<file path="src/include/tile_macros.svh">
//==============================
// Tile macros
// One-hot struct selection for datapath muxing
//==============================
`ifndef TILE_MACROS_SVH
`define TILE_MACROS_SVH

//==============================
// TILE_ONEHOT_MUX
//==============================
// Selects ARR[i] into OUT where SEL[i] is set; OUT is zero when SEL is zero
// Expands to procedural statements, so place it inside an always_comb block
// SEL is expected one-hot, more than one bit set ORs the entries together
`define TILE_ONEHOT_MUX(OUT, ARR, SEL) \
    OUT = '0; \
    for (int mux_i = 0; mux_i < $bits(SEL); mux_i++) begin \
        if (SEL[mux_i]) begin \
            OUT = OUT | ARR[mux_i]; \
        end \
    end

`endif

</file>
<file path="src/logic/tile_pkg.sv">
//==============================
// Tile package
// Transaction, config, APB and register map types
//==============================
package tile_pkg;

    localparam int CARD_COUNT = 5; // Output cardinals of a tile

    //==============================
    // Transaction types
    //==============================
    // Destination port on the next tile
    typedef enum logic [2:0] {
        NORTH = 3'd0,
        EAST  = 3'd1,
        SOUTH = 3'd2,
        WEST  = 3'd3,
        LOCAL = 3'd4
    } t_cardinal;

    typedef struct packed {
        t_cardinal   next_tile_fifo_arb_id; // Target cardinal downstream
        logic [3:0]  src_id;                // Originating client
        logic [31:0] payload;
    } t_tile_trans;

    // Config from the register block to the arbiter
    typedef struct packed {
        logic [3:0]            client_en; // One bit per client lane
        logic [CARD_COUNT-1:0] dest_en;   // Indexed by t_cardinal
    } t_arb_cfg;

    //==============================
    // APB
    //==============================
    typedef struct packed {
        logic        psel;
        logic        penable;
        logic        pwrite;
        logic [7:0]  paddr;
        logic [31:0] pwdata;
    } t_apb_req;

    typedef struct packed {
        logic [31:0] prdata;
        logic        pready;
        logic        pslverr; // Unmapped offset or write to read-only
    } t_apb_rsp;

    // Register offsets
    typedef enum logic [7:0] {
        REG_CLIENT_EN  = 8'h00, // RW
        REG_DEST_EN    = 8'h04, // RW
        REG_CNT_CLR    = 8'h08, // WO, clears all grant counters
        REG_GRANT_CNT0 = 8'h10, // RO
        REG_GRANT_CNT1 = 8'h14,
        REG_GRANT_CNT2 = 8'h18,
        REG_GRANT_CNT3 = 8'h1C
    } t_reg_addr;

endpackage

</file>
<file path="src/logic/trans_fifo.sv">
//==============================
// Transaction FIFO
// Circular buffer with full/empty flags
//==============================
`timescale 1ns/1ps

module trans_fifo #(
    parameter int FIFO_DEPTH = 4
) (
    input  logic                 clk,
    input  logic                 rst,
    input  logic                 push,
    input  tile_pkg::t_tile_trans push_data,
    input  logic                 pop,
    output tile_pkg::t_tile_trans pop_data,
    output logic                 full,
    output logic                 empty
);
    import tile_pkg::*;

    localparam int PTR_W = (FIFO_DEPTH > 1) ? $clog2(FIFO_DEPTH) : 1;
    localparam int CNT_W = $clog2(FIFO_DEPTH + 1);

    t_tile_trans      mem [FIFO_DEPTH]; // Storage
    logic [PTR_W-1:0] wr_ptr;
    logic [PTR_W-1:0] rd_ptr;
    logic [CNT_W-1:0] count;            // Occupancy
    logic             do_push;
    logic             do_pop;

    // Wrap at FIFO_DEPTH, which need not be a power of two
    function automatic logic [PTR_W-1:0] next_ptr(input logic [PTR_W-1:0] ptr);
        if (ptr == PTR_W'(FIFO_DEPTH - 1)) begin
            return '0;
        end
        return ptr + 1'b1;
    endfunction

    assign do_push = push && !full;  // Push while full is dropped
    assign do_pop  = pop && !empty;  // Pop while empty is dropped

    assign full     = (count == CNT_W'(FIFO_DEPTH));
    assign empty    = (count == '0);
    assign pop_data = mem[rd_ptr];   // Head always visible

    always_ff @(posedge clk) begin
        if (rst) begin
            wr_ptr <= '0;
            rd_ptr <= '0;
            count  <= '0;
        end else begin
            if (do_push) begin
                wr_ptr <= next_ptr(wr_ptr);
            end
            if (do_pop) begin
                rd_ptr <= next_ptr(rd_ptr);
            end
            case ({do_push, do_pop})
                2'b10:   count <= count + 1'b1;
                2'b01:   count <= count - 1'b1;
                default: count <= count; // Idle or push+pop together
            endcase
        end
    end

    always_ff @(posedge clk) begin
        if (do_push) begin
            mem[wr_ptr] <= push_data;
        end
    end

endmodule

</file>
<file path="src/logic/rr_arbiter.sv">
//==============================
// Round-robin arbiter
// Combinational one-hot grant, rotating priority
//==============================
`timescale 1ns/1ps

module rr_arbiter #(
    parameter int NUM_CLIENTS = 4
) (
    input  logic                   clk,
    input  logic                   rst,
    input  logic [NUM_CLIENTS-1:0] valid_candidate,
    output logic [NUM_CLIENTS-1:0] grant            // One-hot or zero
);

    localparam int PTR_W = (NUM_CLIENTS > 1) ? $clog2(NUM_CLIENTS) : 1;

    logic [PTR_W-1:0] ptr;     // Highest-priority client this cycle
    logic [PTR_W-1:0] winner;
    logic             found;

    //==============================
    // Grant search
    //==============================
    // Scan from ptr upward with wrap, first candidate wins
    always_comb begin
        grant  = '0;
        winner = ptr;
        found  = 1'b0;
        for (int off = 0; off < NUM_CLIENTS; off++) begin
            int idx;
            idx = int'(ptr) + off;
            if (idx >= NUM_CLIENTS) begin
                idx = idx - NUM_CLIENTS; // Wrap around
            end
            if (!found && valid_candidate[idx]) begin
                grant[idx] = 1'b1;
                winner     = PTR_W'(idx);
                found      = 1'b1;
            end
        end
    end

    //==============================
    // Priority pointer
    //==============================
    always_ff @(posedge clk) begin
        if (rst) begin
            ptr <= '0;
        end else if (found) begin
            // Client after the winner gets top priority next
            if (winner == PTR_W'(NUM_CLIENTS - 1)) begin
                ptr <= '0;
            end else begin
                ptr <= winner + 1'b1;
            end
        end
    end

endmodule

</file>
<file path="src/logic/fifo_arb.sv">
//==============================
// FIFO arbiter
// Per-client buffering and ready-gated winner select
//==============================
`timescale 1ns/1ps
`include "tile_macros.svh"

module fifo_arb #(
    parameter int NUM_CLIENTS = 4,
    parameter int FIFO_DEPTH  = 4
) (
    input  logic                                    clk,
    input  logic                                    rst,
    //==============================
    // From neighbor lanes
    //==============================
    input  logic                  [NUM_CLIENTS-1:0] alloc_valid,
    input  tile_pkg::t_tile_trans [NUM_CLIENTS-1:0] alloc_req,
    output logic                  [NUM_CLIENTS-1:0] alloc_ready, // FIFO not full
    //==============================
    // Toward the next tile
    //==============================
    input  logic         [tile_pkg::CARD_COUNT-1:0] dest_ready,  // Indexed by cardinal
    input  tile_pkg::t_arb_cfg                      cfg,
    output tile_pkg::t_tile_trans                   winner_req,
    output logic                                    winner_valid,
    output logic                  [NUM_CLIENTS-1:0] grant        // To grant counters
);
    import tile_pkg::*;

    t_tile_trans [NUM_CLIENTS-1:0] head;            // FIFO head per client
    logic        [NUM_CLIENTS-1:0] push;
    logic        [NUM_CLIENTS-1:0] pop;
    logic        [NUM_CLIENTS-1:0] full;
    logic        [NUM_CLIENTS-1:0] empty;
    logic        [NUM_CLIENTS-1:0] valid_candidate;

    assign alloc_ready = ~full;
    assign push        = alloc_valid & alloc_ready; // Valid without ready is dropped

    //==============================
    // Client FIFOs
    //==============================
    for (genvar i = 0; i < NUM_CLIENTS; i++) begin : gen_fifo
        trans_fifo #(
            .FIFO_DEPTH (FIFO_DEPTH)
        ) fifo_inst (
            .clk       (clk),
            .rst       (rst),
            .push      (push[i]),
            .push_data (alloc_req[i]),
            .pop       (pop[i]),      // Winner leaves at this edge
            .pop_data  (head[i]),
            .full      (full[i]),
            .empty     (empty[i])
        );
    end

    // Candidate needs data, an enabled lane, and an enabled ready destination
    always_comb begin
        for (int i = 0; i < NUM_CLIENTS; i++) begin
            t_cardinal card;
            card = head[i].next_tile_fifo_arb_id;
            valid_candidate[i] = !empty[i]
                              && cfg.client_en[i]
                              && cfg.dest_en[card]
                              && dest_ready[card];
        end
    end

    //==============================
    // Arbitration and output
    //==============================
    rr_arbiter #(
        .NUM_CLIENTS (NUM_CLIENTS)
    ) arb_inst (
        .clk             (clk),
        .rst             (rst),
        .valid_candidate (valid_candidate),
        .grant           (grant)
    );

    assign pop          = grant;  // Downstream already holds ready, so deliver now
    assign winner_valid = |grant;

    // Route the granted head to the output
    always_comb begin
        `TILE_ONEHOT_MUX(winner_req, head, grant)
    end

endmodule

</file>
<file path="src/logic/arb_cfg_regs.sv">
//==============================
// Arbiter config registers
// APB lane/destination enables and grant counters
//==============================
`timescale 1ns/1ps

module arb_cfg_regs #(
    parameter int NUM_CLIENTS = 4
) (
    input  logic                   clk,
    input  logic                   rst,
    input  tile_pkg::t_apb_req     apb_req,
    output tile_pkg::t_apb_rsp     apb_rsp,
    input  logic [NUM_CLIENTS-1:0] grant,   // One-hot winner from the arbiter
    output tile_pkg::t_arb_cfg     cfg
);
    import tile_pkg::*;

    localparam logic [3:0]            CLIENT_EN_RST = 4'hF;
    localparam logic [CARD_COUNT-1:0] DEST_EN_RST   = 5'h1F;

    logic        access;      // APB access phase
    logic        wr_en;
    logic        cnt_clr;
    logic        mapped;
    logic        read_only;
    logic [1:0]  cnt_sel;     // Counter index from offset
    logic [31:0] rdata;
    logic [15:0] grant_cnt [NUM_CLIENTS];

    assign access  = apb_req.psel && apb_req.penable;
    assign wr_en   = access && apb_req.pwrite;
    assign cnt_clr = wr_en && (apb_req.paddr == REG_CNT_CLR);
    assign cnt_sel = apb_req.paddr[3:2];

    //==============================
    // Address decode and read mux
    //==============================
    always_comb begin
        rdata     = '0;
        mapped    = 1'b1;
        read_only = 1'b0;
        case (apb_req.paddr)
            REG_CLIENT_EN: rdata = 32'(cfg.client_en);
            REG_DEST_EN:   rdata = 32'(cfg.dest_en);
            REG_CNT_CLR:   rdata = '0;              // Write-only, reads as zero
            REG_GRANT_CNT0, REG_GRANT_CNT1, REG_GRANT_CNT2, REG_GRANT_CNT3: begin
                read_only = 1'b1;
                rdata     = {16'h0, grant_cnt[cnt_sel]};
            end
            default:       mapped = 1'b0;
        endcase
    end

    assign apb_rsp.prdata  = rdata;
    assign apb_rsp.pready  = 1'b1;  // Zero wait states
    assign apb_rsp.pslverr = access && (!mapped || (apb_req.pwrite && read_only));

    //==============================
    // Control registers
    //==============================
    always_ff @(posedge clk) begin
        if (rst) begin
            cfg.client_en <= CLIENT_EN_RST;
            cfg.dest_en   <= DEST_EN_RST;
        end else if (wr_en) begin
            case (apb_req.paddr)
                REG_CLIENT_EN: cfg.client_en <= apb_req.pwdata[3:0];
                REG_DEST_EN:   cfg.dest_en   <= apb_req.pwdata[CARD_COUNT-1:0];
                default:       ;              // Other offsets hold no config
            endcase
        end
    end

    // Clear strobe wins over a same-cycle grant
    always_ff @(posedge clk) begin
        if (rst || cnt_clr) begin
            for (int i = 0; i < NUM_CLIENTS; i++) begin
                grant_cnt[i] <= '0;
            end
        end else begin
            for (int i = 0; i < NUM_CLIENTS; i++) begin
                if (grant[i]) begin
                    grant_cnt[i] <= grant_cnt[i] + 16'd1; // Wraps at 2^16
                end
            end
        end
    end

endmodule

</file>
<file path="src/logic/tile_out_port.sv">
//==============================
// Tile output port
// Config block plus buffered round-robin arbiter
//==============================
`timescale 1ns/1ps

module tile_out_port #(
    parameter int NUM_CLIENTS = 4,
    parameter int FIFO_DEPTH  = 4
) (
    input  logic                                    clk,
    input  logic                                    rst,
    // Configuration bus
    input  tile_pkg::t_apb_req                      apb_req,
    output tile_pkg::t_apb_rsp                      apb_rsp,
    // Client lanes
    input  logic                  [NUM_CLIENTS-1:0] alloc_valid,
    input  tile_pkg::t_tile_trans [NUM_CLIENTS-1:0] alloc_req,
    output logic                  [NUM_CLIENTS-1:0] alloc_ready,
    // Downstream
    input  logic         [tile_pkg::CARD_COUNT-1:0] dest_ready,
    output tile_pkg::t_tile_trans                   winner_req,
    output logic                                    winner_valid
);
    import tile_pkg::*;

    t_arb_cfg               cfg;   // Lane and destination enables
    logic [NUM_CLIENTS-1:0] grant; // Feeds the grant counters

    arb_cfg_regs #(
        .NUM_CLIENTS (NUM_CLIENTS)
    ) cfg_regs_inst (
        .clk     (clk),
        .rst     (rst),
        .apb_req (apb_req),
        .apb_rsp (apb_rsp),
        .grant   (grant),
        .cfg     (cfg)
    );

    fifo_arb #(
        .NUM_CLIENTS (NUM_CLIENTS),
        .FIFO_DEPTH  (FIFO_DEPTH)
    ) fifo_arb_inst (
        .clk          (clk),
        .rst          (rst),
        .alloc_valid  (alloc_valid),
        .alloc_req    (alloc_req),
        .alloc_ready  (alloc_ready),
        .dest_ready   (dest_ready),
        .cfg          (cfg),
        .winner_req   (winner_req),
        .winner_valid (winner_valid),
        .grant        (grant)
    );

endmodule

</file>
<file path="config.mk">
export PLATFORM = sky130hd
export DESIGN_NAME = tile_out_port
export DESIGN_NICKNAME = d
export VERILOG_FILES = /design/src/logic/tile_pkg.sv /design/src/logic/trans_fifo.sv /design/src/logic/rr_arbiter.sv /design/src/logic/fifo_arb.sv /design/src/logic/arb_cfg_regs.sv /design/src/logic/tile_out_port.sv
export VERILOG_INCLUDE_DIRS = /design/src /design/src/include
export SDC_FILE = /design/constraint.sdc
export NUM_CORES = 1
export LEC_CHECK = 0
export BUFFER_PORTS_ARGS = -buffer_cell sky130_fd_sc_hd__clkbuf_2
export CAP_MARGIN = 20
export CORE_MARGIN = 1.5
export CORE_UTILIZATION = 40
export DETAILED_ROUTE_END_ITERATION = 6
export HOLD_SLACK_MARGIN = 0.06
export PLACE_DENSITY = 0.58
export SYNTH_ARGS = -nofsm -noshare
export SYNTH_HDL_FRONTEND = slang
export SYNTH_HIERARCHICAL = 1
export SYNTH_SLANG_ARGS = --single-unit
</file>
<file path="constraint.sdc">
create_clock -name clk -period 6 [get_ports clk]
set_input_delay 0.6 -clock clk [delete_from_list [all_inputs] [get_ports clk]]
set_output_delay 0.6 -clock clk [all_outputs]
set_load 0.05 [all_outputs]
</file>
### Word level (Yosys, flattened, before mapping)

Memories as Yosys holds them, arrays and structs flattened. A register that Yosys moved wholly into a read port is not among the register bits.
Index checks and enable logic that the tools add are counted.

| storage, ports and cells | value |
|---|---|
| memories | 5 |
| bits in writable memories | 688 |
| output and inout bits | 78 |
| word-level logic and storage cells | 301 |
| register bits | 39 |

Memory list:

| memory | depth | width | read ports | clocked after Yosys merged registers in | wr ports | RTL line | RTL |
|---|---|---|---|---|---|---|---|
| fifo_arb_inst.gen_fifo[0].fifo_inst.mem | 4 | 39 | 1 | 1 | 1 | trans_fifo.sv:24 | `t_tile_trans mem [FIFO_DEPTH];` |
| fifo_arb_inst.gen_fifo[1].fifo_inst.mem | 4 | 39 | 1 | 1 | 1 | trans_fifo.sv:24 |  |
| fifo_arb_inst.gen_fifo[2].fifo_inst.mem | 4 | 39 | 1 | 1 | 1 | trans_fifo.sv:24 |  |
| fifo_arb_inst.gen_fifo[3].fifo_inst.mem | 4 | 39 | 1 | 1 | 1 | trans_fifo.sv:24 |  |
| cfg_regs_inst.grant_cnt | 4 | 16 | 5 | 0 | 4 | arb_cfg_regs.sv:29 | `logic [15:0] grant_cnt [NUM_CLIENTS];` |

| operators by class | value |
|---|---|
| reduce and logical (&&, ||, !) cells | 60 |
| equal/unequal tests | 27 |
| bitwise gates (word level) | 12 |
| muxes and demuxes | 138 |
| $lt $le $gt $ge | 16 |
| add/subtract/negate cells | 28 |

Operator list:

| kind | number |
|---|---|
| $mux 39 | 4 |
| $ge 32x1->1 const B | 4 |
| $lt 32x4->1 const B | 4 |
| $mux 32 | 4 |
| $or 39x39->39 | 3 |
| $mux 1 | 72 |
| $add 16x1->16 const B | 4 |
| $mux 16 | 4 |
| $mux 2 | 29 |
| $pmux 16 s3 | 1 |
| $eq 8x5->1 const B | 4 |
| $logic_and 1x1->1 | 32 |
| $eq 2x2->1 const B | 13 |
| $bmux 1 s3 | 8 |
| $pmux 3 s2 | 4 |
| $add 2x1->2 const B | 9 |
| $lt 3x4->1 const B | 4 |
| $mux 4 | 4 |
| $add 3x1->3 const B | 4 |
| $eq 3x3->1 const B | 4 |
| $logic_not 1->1 | 12 |
| $logic_not 3->1 | 4 |
| $or 4x4->4 | 3 |
| $sub 3x1->3 const B | 4 |
| 20 further kinds | 43 |

### Logic depth before layout (Yosys ltp)

Gate-level depths: netlist (run 1).

| depth | value |
|---|---|
| depth after elaboration | 25 |
| depth in mapped cells | 19 |
| depth with buffers taken out | 17 |

### Cells and area by module

The synthesis (run 1) kept the hierarchy.

By module, submodules not included:

| module | instances | area each (sq um) | cells an instance |
|---|---|---|---|
| trans_fifo | 4 | 6109.6 | 257 |
| arb_cfg_regs | 1 | 4559.4 | 425 |
| fifo_arb | 1 | 1109.8 | 177 |
| rr_arbiter | 1 | 664.4 | 75 |

### Least setup slack after synthesis (run 1)

No wires, ideal clock.

| timing path | value |
|---|---|
| path type | register -> register |
| start point | register (tool-made name) |
| end point | register fifo_arb_inst.gen_fifo[0].fifo_inst.count[2] |
| slack | 1.653 ns |
| buffers on the path | 2 |
| required time | 5.930 ns |
| stages on the path, launching flop included | 20 |
| library setup time | 0.070 ns |
| data arrival time | 4.277 ns |
| path through | dfxtp_1 > buf_2 > mux4_2 > nor2_1 > o211ai_1 > and4_1 > buf_2 > mux4_2 > nor2b_1 > a22oi_1 > nor2_1 > a221o_1 > o31ai_1 > inv_1 > ha_1 > inv_1 > fa_1 > xor2_1 > or3_2 > a21oi_1 |

RTL lines:

| element | RTL line | RTL |
|---|---|---|
| to (signal assigned) | trans_fifo.sv:59 | `2'b10: count <= count + 1'b1;` |
| to (signal assigned) | trans_fifo.sv:60 | `2'b01: count <= count - 1'b1;` |
| to (signal assigned) | trans_fifo.sv:61 | `default: count <= count;` |
| to (decl) | trans_fifo.sv:27 | `logic [CNT_W-1:0] count;` |

==> results.txt, run 1 <==
R2R depth -> 15
Starting density of the core -> 0.4045
Worst Path Required -> 5.40 ns
CP cell instances -> mux4_2, nand3_1, o211ai_1, and4_1, mux4_1, nor2b_1, a22oi_1, nor2_1, a221o_2, buf_12, a22oi_1, nand2_1, clkbuf_2
First-pass GRT wire length -> 110.5 mm
Minimum clock period -> 5.809 ns
Die W -> 280.4 um
Mapped Cells -> 1705
Pre-antenna DRT Iters -> 5
Max Clk Rate -> 0.1722 GHz
Core area -> 76080 um^2
Clk_lat worst skew -> 0.62 ns
Pleak -> 12.08 nW
# H-tree levels -> 3
Cts bufs inserted -> 79
Top cell type's share of synthesized area -> 0.6714
Max-Cap Viols -> 0
Pwr dens -> 465.4 nW/um^2
Synthesized cell area -> 30770 um^2
# nets final -> 2228
Clock skew -> 0.02376 ns
Power, Total -> 16.56 mW
DRT antenna net count -> 0
Clk root buf -> clkbuf_16
Worst vdd ir -> 0.3258 mV
P&R area growth vs syn -> 15.65%
Gpl congestion -> 0.8678
DRT iter0 DRCs -> 1495
Main synth FF type -> edfxtp_1
Fin area -> 35590 um^2
Via density -> 5.444
Synth warn -> 6
Gr usage total -> 0.1922
Inst Count DP -> 2924
Routed len/inst -> 24.34 um
Rows -> 101
Top cell by count, worst path -> a22oi_1
Crit Path Category -> reg2out
CTS clk-pin slew, worst paths -> 0.07 ns
Largest net degree at the start of global routing -> 54
CP peak stage delay -> 0.73 ns
Via Count -> 16740
Post-DP Area -> 32930 um^2
Final hold vios -> 0
Placement Setup Slack -> 0.6260 ns
PortBufs -> 243
Clk sinks -> 735
DRC violations left -> 0
Sequential area share after synthesis -> 0.7020
Crit end category -> output pin
Synth area leader -> edfxtp_1
Synth unique cells -> 62
Grt ovf -> 0
Synthesized area per cell -> 18.05 um^2
Fin worst setup slack -> 0.1914 ns
Final Slew Violations -> 0
Hold crit path type -> in2reg
Placed wire-length estimate -> 48.81 mm
Initial antenna violation count -> 22
Fin cells -> 3075
Critical path's slowest cell -> dfxtp_2
Critical path arrival -> 5.21 ns
Worst Max-Slew Pin Slew -> 0.8020 ns
Async set or reset register ratio after synthesis -> 0
Number of global-route vias before repair -> 17160
R2R Setup Slk -> 0.68 ns
Setup TNS -> 0 ns
Period utilisation layout -> 0.9681
Worst Path Max Fanout -> 35
CTS tree -> built
Die area -> 78600 um^2
Die H -> 280.4 um
# hold bufs at CTS -> 0
Synth area leaders -> edfxtp_1, mux4_2, dfxtp_1
Post-synth EDFFs -> 688
# setup viols final -> 0
Type of origin of the critical path -> flip-flop
FF+latch count, synth -> 735
DRT Wirelength -> 74.84 mm
Outcome -> completed
Worst rel slew slack -> 0.4646
Hold-critical path depth -> 1
Layout cells sized above 1 -> 0.3018
I/O pin cnt -> 288
Max clock buf depth -> 3
RSZ-0062 raised after global routing -> false
report_power, final:
part           total (mW)  switching (mW)  internal (mW)
logic                4.91            3.40           1.52
registers            6.77           0.429           6.34
clock network        4.88            1.95           2.93
total                16.6            5.78           10.8
cell type report:
cell class / instances / area, um^2
repair buffers: 279 / 1524
inverters: 54 / 202.7
clock inverters: 44 / 424.2
clock buffers: 100 / 2192
diodes: 4 / 10.01
flip-flops and latches: 735 / 21620
well taps: 1030 / 1289
fillers: 6620 / 40490
multi-input cells: 829 / 8325
cells in the mapped netlist (7+ instances only):
cell	n
buf_4	24
xor2_1	31
nand2_1	78
or3b_1	8
o31ai_1	10
dfxtp_1	47
ha_1	36
buf_6	27
nor2b_1	17
and3_1	13
nor2_1	95
nor3_1	18
a21oi_1	21
nor4_1	12
edfxtp_1	688
mux4_2	173
xnor2_1	31
nand3_1	36
mux2i_1	10
a22oi_1	83
o211ai_1	8
o22ai_1	7
or3_1	8
and4_1	12
and3_2	16
nand4_1	21
clkbuf_1	19
inv_1	54
buf_2	32
path summary, 6_finish.rpt:
kind | start | endpoint
setup / recovery | flip-flop | winner_req[35]
hold reg to reg | fifo_arb_inst/gen_fifo[2].fifo_inst/rd_ptr[0]$_SDFFE_PP0P_ | flip-flop
hold / removal | alloc_req[6] | fifo_arb_inst/gen_fifo[0].fifo_inst/mem[1][6]$_DFFE_PP_
setup reg to reg | flip-flop | fifo_arb_inst/gen_fifo[1].fifo_inst/count[2]$_SDFFE_PP0P_
registers in the layout (all words and copies together) (netlist names), named ones only:
name                                     flops
fifo_arb_inst/gen_fifo.fifo_inst/mem       624
cfg_regs_inst/grant_cnt                     64
fifo_arb_inst/gen_fifo.fifo_inst/count      12
cfg_regs_inst/cfg                            9
fifo_arb_inst/gen_fifo.fifo_inst/rd_ptr      8
fifo_arb_inst/gen_fifo.fifo_inst/wr_ptr      8
fifo_arb_inst/arb_inst/ptr                   2
cell usage in the layout, fill, tap and decap left out, types with 15 or more instances in the layout:
master and n:
a21oi_1 21, a22oi_1 83, and3_2 16, buf_4 33
clkbuf_16 84, clkbuf_2 243, clkinv_1 16, clkinv_2 15
conb_1 17, dfxtp_1 39, edfxtp_1 688, ha_1 36
inv_1 54, mux4_2 173, nand2_1 78, nand3_1 36
nand4_1 21, nor2_1 95, nor2b_1 17, nor3_1 18
xnor2_1 31, xor2_1 31
worst max-delay path: cells and delay by family, from the launching register on:
family | cells | cell delay (ns)
and+or+nand+nor | 5 | 0.95
DFF | 1 | 0.73
muxes | 2 | 1.07
AOI/OAI and AO/OA | 4 | 1.27
buffers and inverters | 2 | 0.52
logic make-up after synthesis:
logic type	count (synthesis)	synth area share
AOI/OAI and AO/OA	163	0.03924
xor gates and xnor gates	62	0.01765
adders and majority gates	40	0.01724
buffers and inverters	156	0.02984
DFF	735	0.7020
muxes	187	0.1328
other	2	0.0002441
and+or+nand+nor	360	0.06103
metal layers:
metal	wire length, um	global-route usage
met5	228	0
met2	36460	0.3128
met4	1172	0.04560
met3	5917	0.05204
met1	31060	0.2571
what timing repair did:
action,CTS,global route
buffers inserted,0,3
endpoints found under the setup margin,0,6
resized for setup,0,2
stage by stage:
step / util / hold WS, ns
after floorplan: - / 0.4259
after global placement: 0.4328 / 0.4655
after detailed placement: 0.4328 / 0.4852
after CTS: 0.4672 / 0.1543
after global routing: 0.4677 / 0.1697
final: 0.4678 / 0.1969
Note: power is estimated with default switching activity, not from simulation.
==> run 2, diff against run 1 <==
--- a/config.mk
+++ b/config.mk
@@ -9,10 +9,11 @@
 export BUFFER_PORTS_ARGS = -buffer_cell sky130_fd_sc_hd__clkbuf_2
 export CAP_MARGIN = 20
 export CORE_MARGIN = 1.5
-export CORE_UTILIZATION = 40
+export CORE_UTILIZATION = 50
+export CTS_CLUSTER_SIZE = 30
 export DETAILED_ROUTE_END_ITERATION = 6
 export HOLD_SLACK_MARGIN = 0.06
-export PLACE_DENSITY = 0.58
+export PLACE_DENSITY = 0.69
 export SYNTH_ARGS = -nofsm -noshare
 export SYNTH_HDL_FRONTEND = slang
 export SYNTH_HIERARCHICAL = 1
==> run 2 against run 1 <==
Register-to-register slack gained 0.07 ns. Largest cell class unchanged. Power fell by 2.5%. Cell count shrank 8.2%. Die area decreased by 20%. Non-clock buffer count is 2 higher. Global-route usage grew 3.7 points. Fmax grew 1.6%.
==> results.txt, run 2 (same netlist as run 1, synthesis figures left out) <==
Max clock buf depth -> 3 (unchanged)
Die W -> 251.1 um (-10%)
Worst Path Required -> 5.40 ns (about the same)
Pwr dens -> 462.1 nW/um^2 (-0.69%)
RSZ-0062 raised after global routing -> false
Period utilisation layout -> 0.9526 (-0.01555)
Resized cells post-CTS -> 0 (unchanged)
Via Count -> 16850 (+0.67%)
Clk_lat worst skew -> 0.61 ns (about the same)
Via density -> 5.969 (+9.7%)
Setup TNS -> 0 ns (unchanged)
Pleak -> 11.92 nW (-1.4%)
DRT Wirelength -> 71.76 mm (-4.1%)
Placed wire-length estimate -> 46.35 mm (-5.1%)
CP peak stage delay -> 0.68 ns (-0.05 ns)
DRC violations left -> 0 (unchanged)
Gpl congestion -> 0.8370 (-3.5%)
Number of flip-flops in the largest register -> 624 (unchanged)
Crit Path Category -> reg2out
# H-tree levels -> 3 (unchanged)
Largest net degree at the start of global routing -> 40 (-26%)
Initial antenna violation count -> 26 (+18%)
Clk root buf -> clkbuf_16
DRT iter0 DRCs -> 1420 (-5.0%)
Clk sinks -> 735 (unchanged)
Max-Cap Viols -> 0 (unchanged)
I/O pin cnt -> 288 (unchanged)
Final hold vios -> 0 (unchanged)
Switching power -> 5.800 mW (+0.35%)
R2R Setup Slk -> 0.75 ns (+0.07 ns)
# nets final -> 2228 (unchanged)
P&R area growth vs syn -> 13.58%
Minimum clock period -> 5.715 ns (-0.09333 ns)
Layout cells sized above 1 -> 0.2970 (-0.004769)
Max Clk Rate -> 0.1750 GHz (+1.6%)
Sw Share -> 0.3590 (+0.01007)
Crit end category -> output pin
Grt ovf -> 0 (unchanged)
Critical path's slowest cell -> dfxtp_2
Pre-antenna DRT Iters -> 5 (unchanged)
Fin util -> 0.5769 (+0.1091)
Cts bufs inserted -> 77 (-2.5%)
Combinational share of power -> 0.310 (+0.013)
# Post-CTS Setup Buffers -> 0 (unchanged)
CTS clk-pin slew, worst paths -> 0.06 ns (about the same)
Critical path arrival -> 5.12 ns (-0.09 ns)
Worst Max-Slew Pin Slew -> 0.7944 ns (-0.007548 ns)
Int Pwr -> 10.35 mW (-4.0%)
Largest register by flop count -> fifo_arb_inst/gen_fifo.fifo_inst/mem
Type of origin of the critical path -> flip-flop
PortBufs -> 243 (unchanged)
Routed len/inst -> 25.42 um (+4.4%)
# hold bufs at CTS -> 0 (unchanged)
Worst Path Max Fanout -> 22 (-37%)
Gr usage total -> 0.2291 (+0.03691)
Hold Startpoint -> apb_req[4]
Largest regs -> fifo_arb_inst/gen_fifo.fifo_inst/mem: 624 flops, cfg_regs_inst/grant_cnt: 64 flops, fifo_arb_inst/gen_fifo.fifo_inst/count: 12 flops
First-pass GRT wire length -> 105.8 mm (-4.2%)
Fillers -> 4492 (-32%)
Most frequent cells in the layout -> edfxtp_1, clkbuf_2, mux4_2
Flop pwr share -> 0.416 (+0.007)
Final Slew Violations -> 0 (unchanged)
Hold crit path type -> in2reg
CP cell instances -> mux4_2, nor2_1, o211ai_1, and4_1, mux4_1, nor2b_1, a22oi_1, nor2_1, a221o_2, buf_4, a22oi_1, nand2_1, clkbuf_2
Worst vdd ir -> 0.5794 mV (+78%)
CTS tree -> built
Number of global-route vias before repair -> 17010 (-0.87%)
Clock skew -> 0.02268 ns (-0.001081 ns)
Outcome -> completed
# setup viols final -> 0 (unchanged)
Clock power frac -> 0.273 (-0.022)
DRT antenna net count -> 0 (unchanged)
Core area -> 60580 um^2 (-20%)
Die area -> 63040 um^2 (-20%)
Starting density of the core -> 0.5079 (+0.1034)
Rows -> 90 (-11%)
Die H -> 251.1 um (-10%)
Commonest non-fill, non-tap cell in the layout -> edfxtp_1
Worst rel slew slack -> 0.4704 (+0.005763)
## run 2: cell count changes in the layout (fill, tap and decap cells not counted), sizes merged
cell | previous run | this run
buf | 36 | 38
bufinv | 8 | 2
clkbuf | 343 | 345
clkinv | 33 | 20
clkinvlp | 2 | 3
diode | 4 | 11
inv | 55 | 58
## run 2: path summary, 6_finish.rpt
path	end	cells after the start
max	winner_req[31]	13
min	cfg_regs_inst/cfg[4]$_SDFFE_PP1P_	2
max reg2reg	fifo_arb_inst/gen_fifo[1].fifo_inst/count[2]$_SDFFE_PP0P_	17
min reg2reg	flip-flop	2
## run 2: metrics by stage
step / cell area [um^2] / instances / hold slack, ns / power (mW) / setup slack, ns
6_report: 34950 / 2823 / 0.1959 / 16.15 / 0.2847
5_1_grt: 34940 / 2818 / 0.1833 / 16.78 / 0.1373
4_1_cts: 34920 / 2812 / 0.1694 / 16.26 / 0.3014
3_5_place_dp: 32630 / 2681 / 0.4807 / 11.85 / 0.7967
3_3_place_gp: 32630 / 2681 / 0.4699 / 11.74 / 0.9099
2_1_floorplan: 30830 / 1720 / 0.4259 / 10.26 / 1.653
## run 2: final cells by class
| class | count | area [um^2] | share of cell area |
|---|---|---|---|
| diodes | 11 | 27.53 | 0.0007875 |
| clock buffers | 102 | 2062 | 0.05899 |
| clock inverters | 29 | 230.2 | 0.006587 |
| inverters | 54 | 202.7 | 0.005799 |
| multi-input cells | 829 | 8314 | 0.2379 |
| flip-flops and latches | 735 | 21610 | 0.6183 |
| well taps | 782 | 978.4 | 0.02799 |
| repair buffers | 281 | 1526 | 0.04367 |
## run 2: worst max-delay path: cells and delay by family, from the launching register on
family / cells / cell delay, ns
flops: 1 / 0.68
simple gates: 5 / 0.96
mux: 2 / 1.01
buf+inv: 2 / 0.60
compound gates: 4 / 1.22
## run 2: power groups by stage
stage	sequential (mW)	clock, mW	combinational (mW)
2_1_floorplan	6.66	0	3.61
3_3_place_gp	6.78	0	4.96
3_5_place_dp	6.82	0	5.03
4_1_cts	6.72	4.49	5.04
5_1_grt	6.79	4.69	5.30
6_report	6.73	4.42	5.01
## run 2: metal layers
metal / part of all wire / up-vias / GRT usage
met1: 0.38 / 8655 / 0.2924
met3: 0.092 / 131 / 0.07103
met2: 0.50 / 643 / 0.3741
met4: 0.028 / 32 / 0.07814
li1: - / 7390 / -
met5: 0.0025 / - / 0
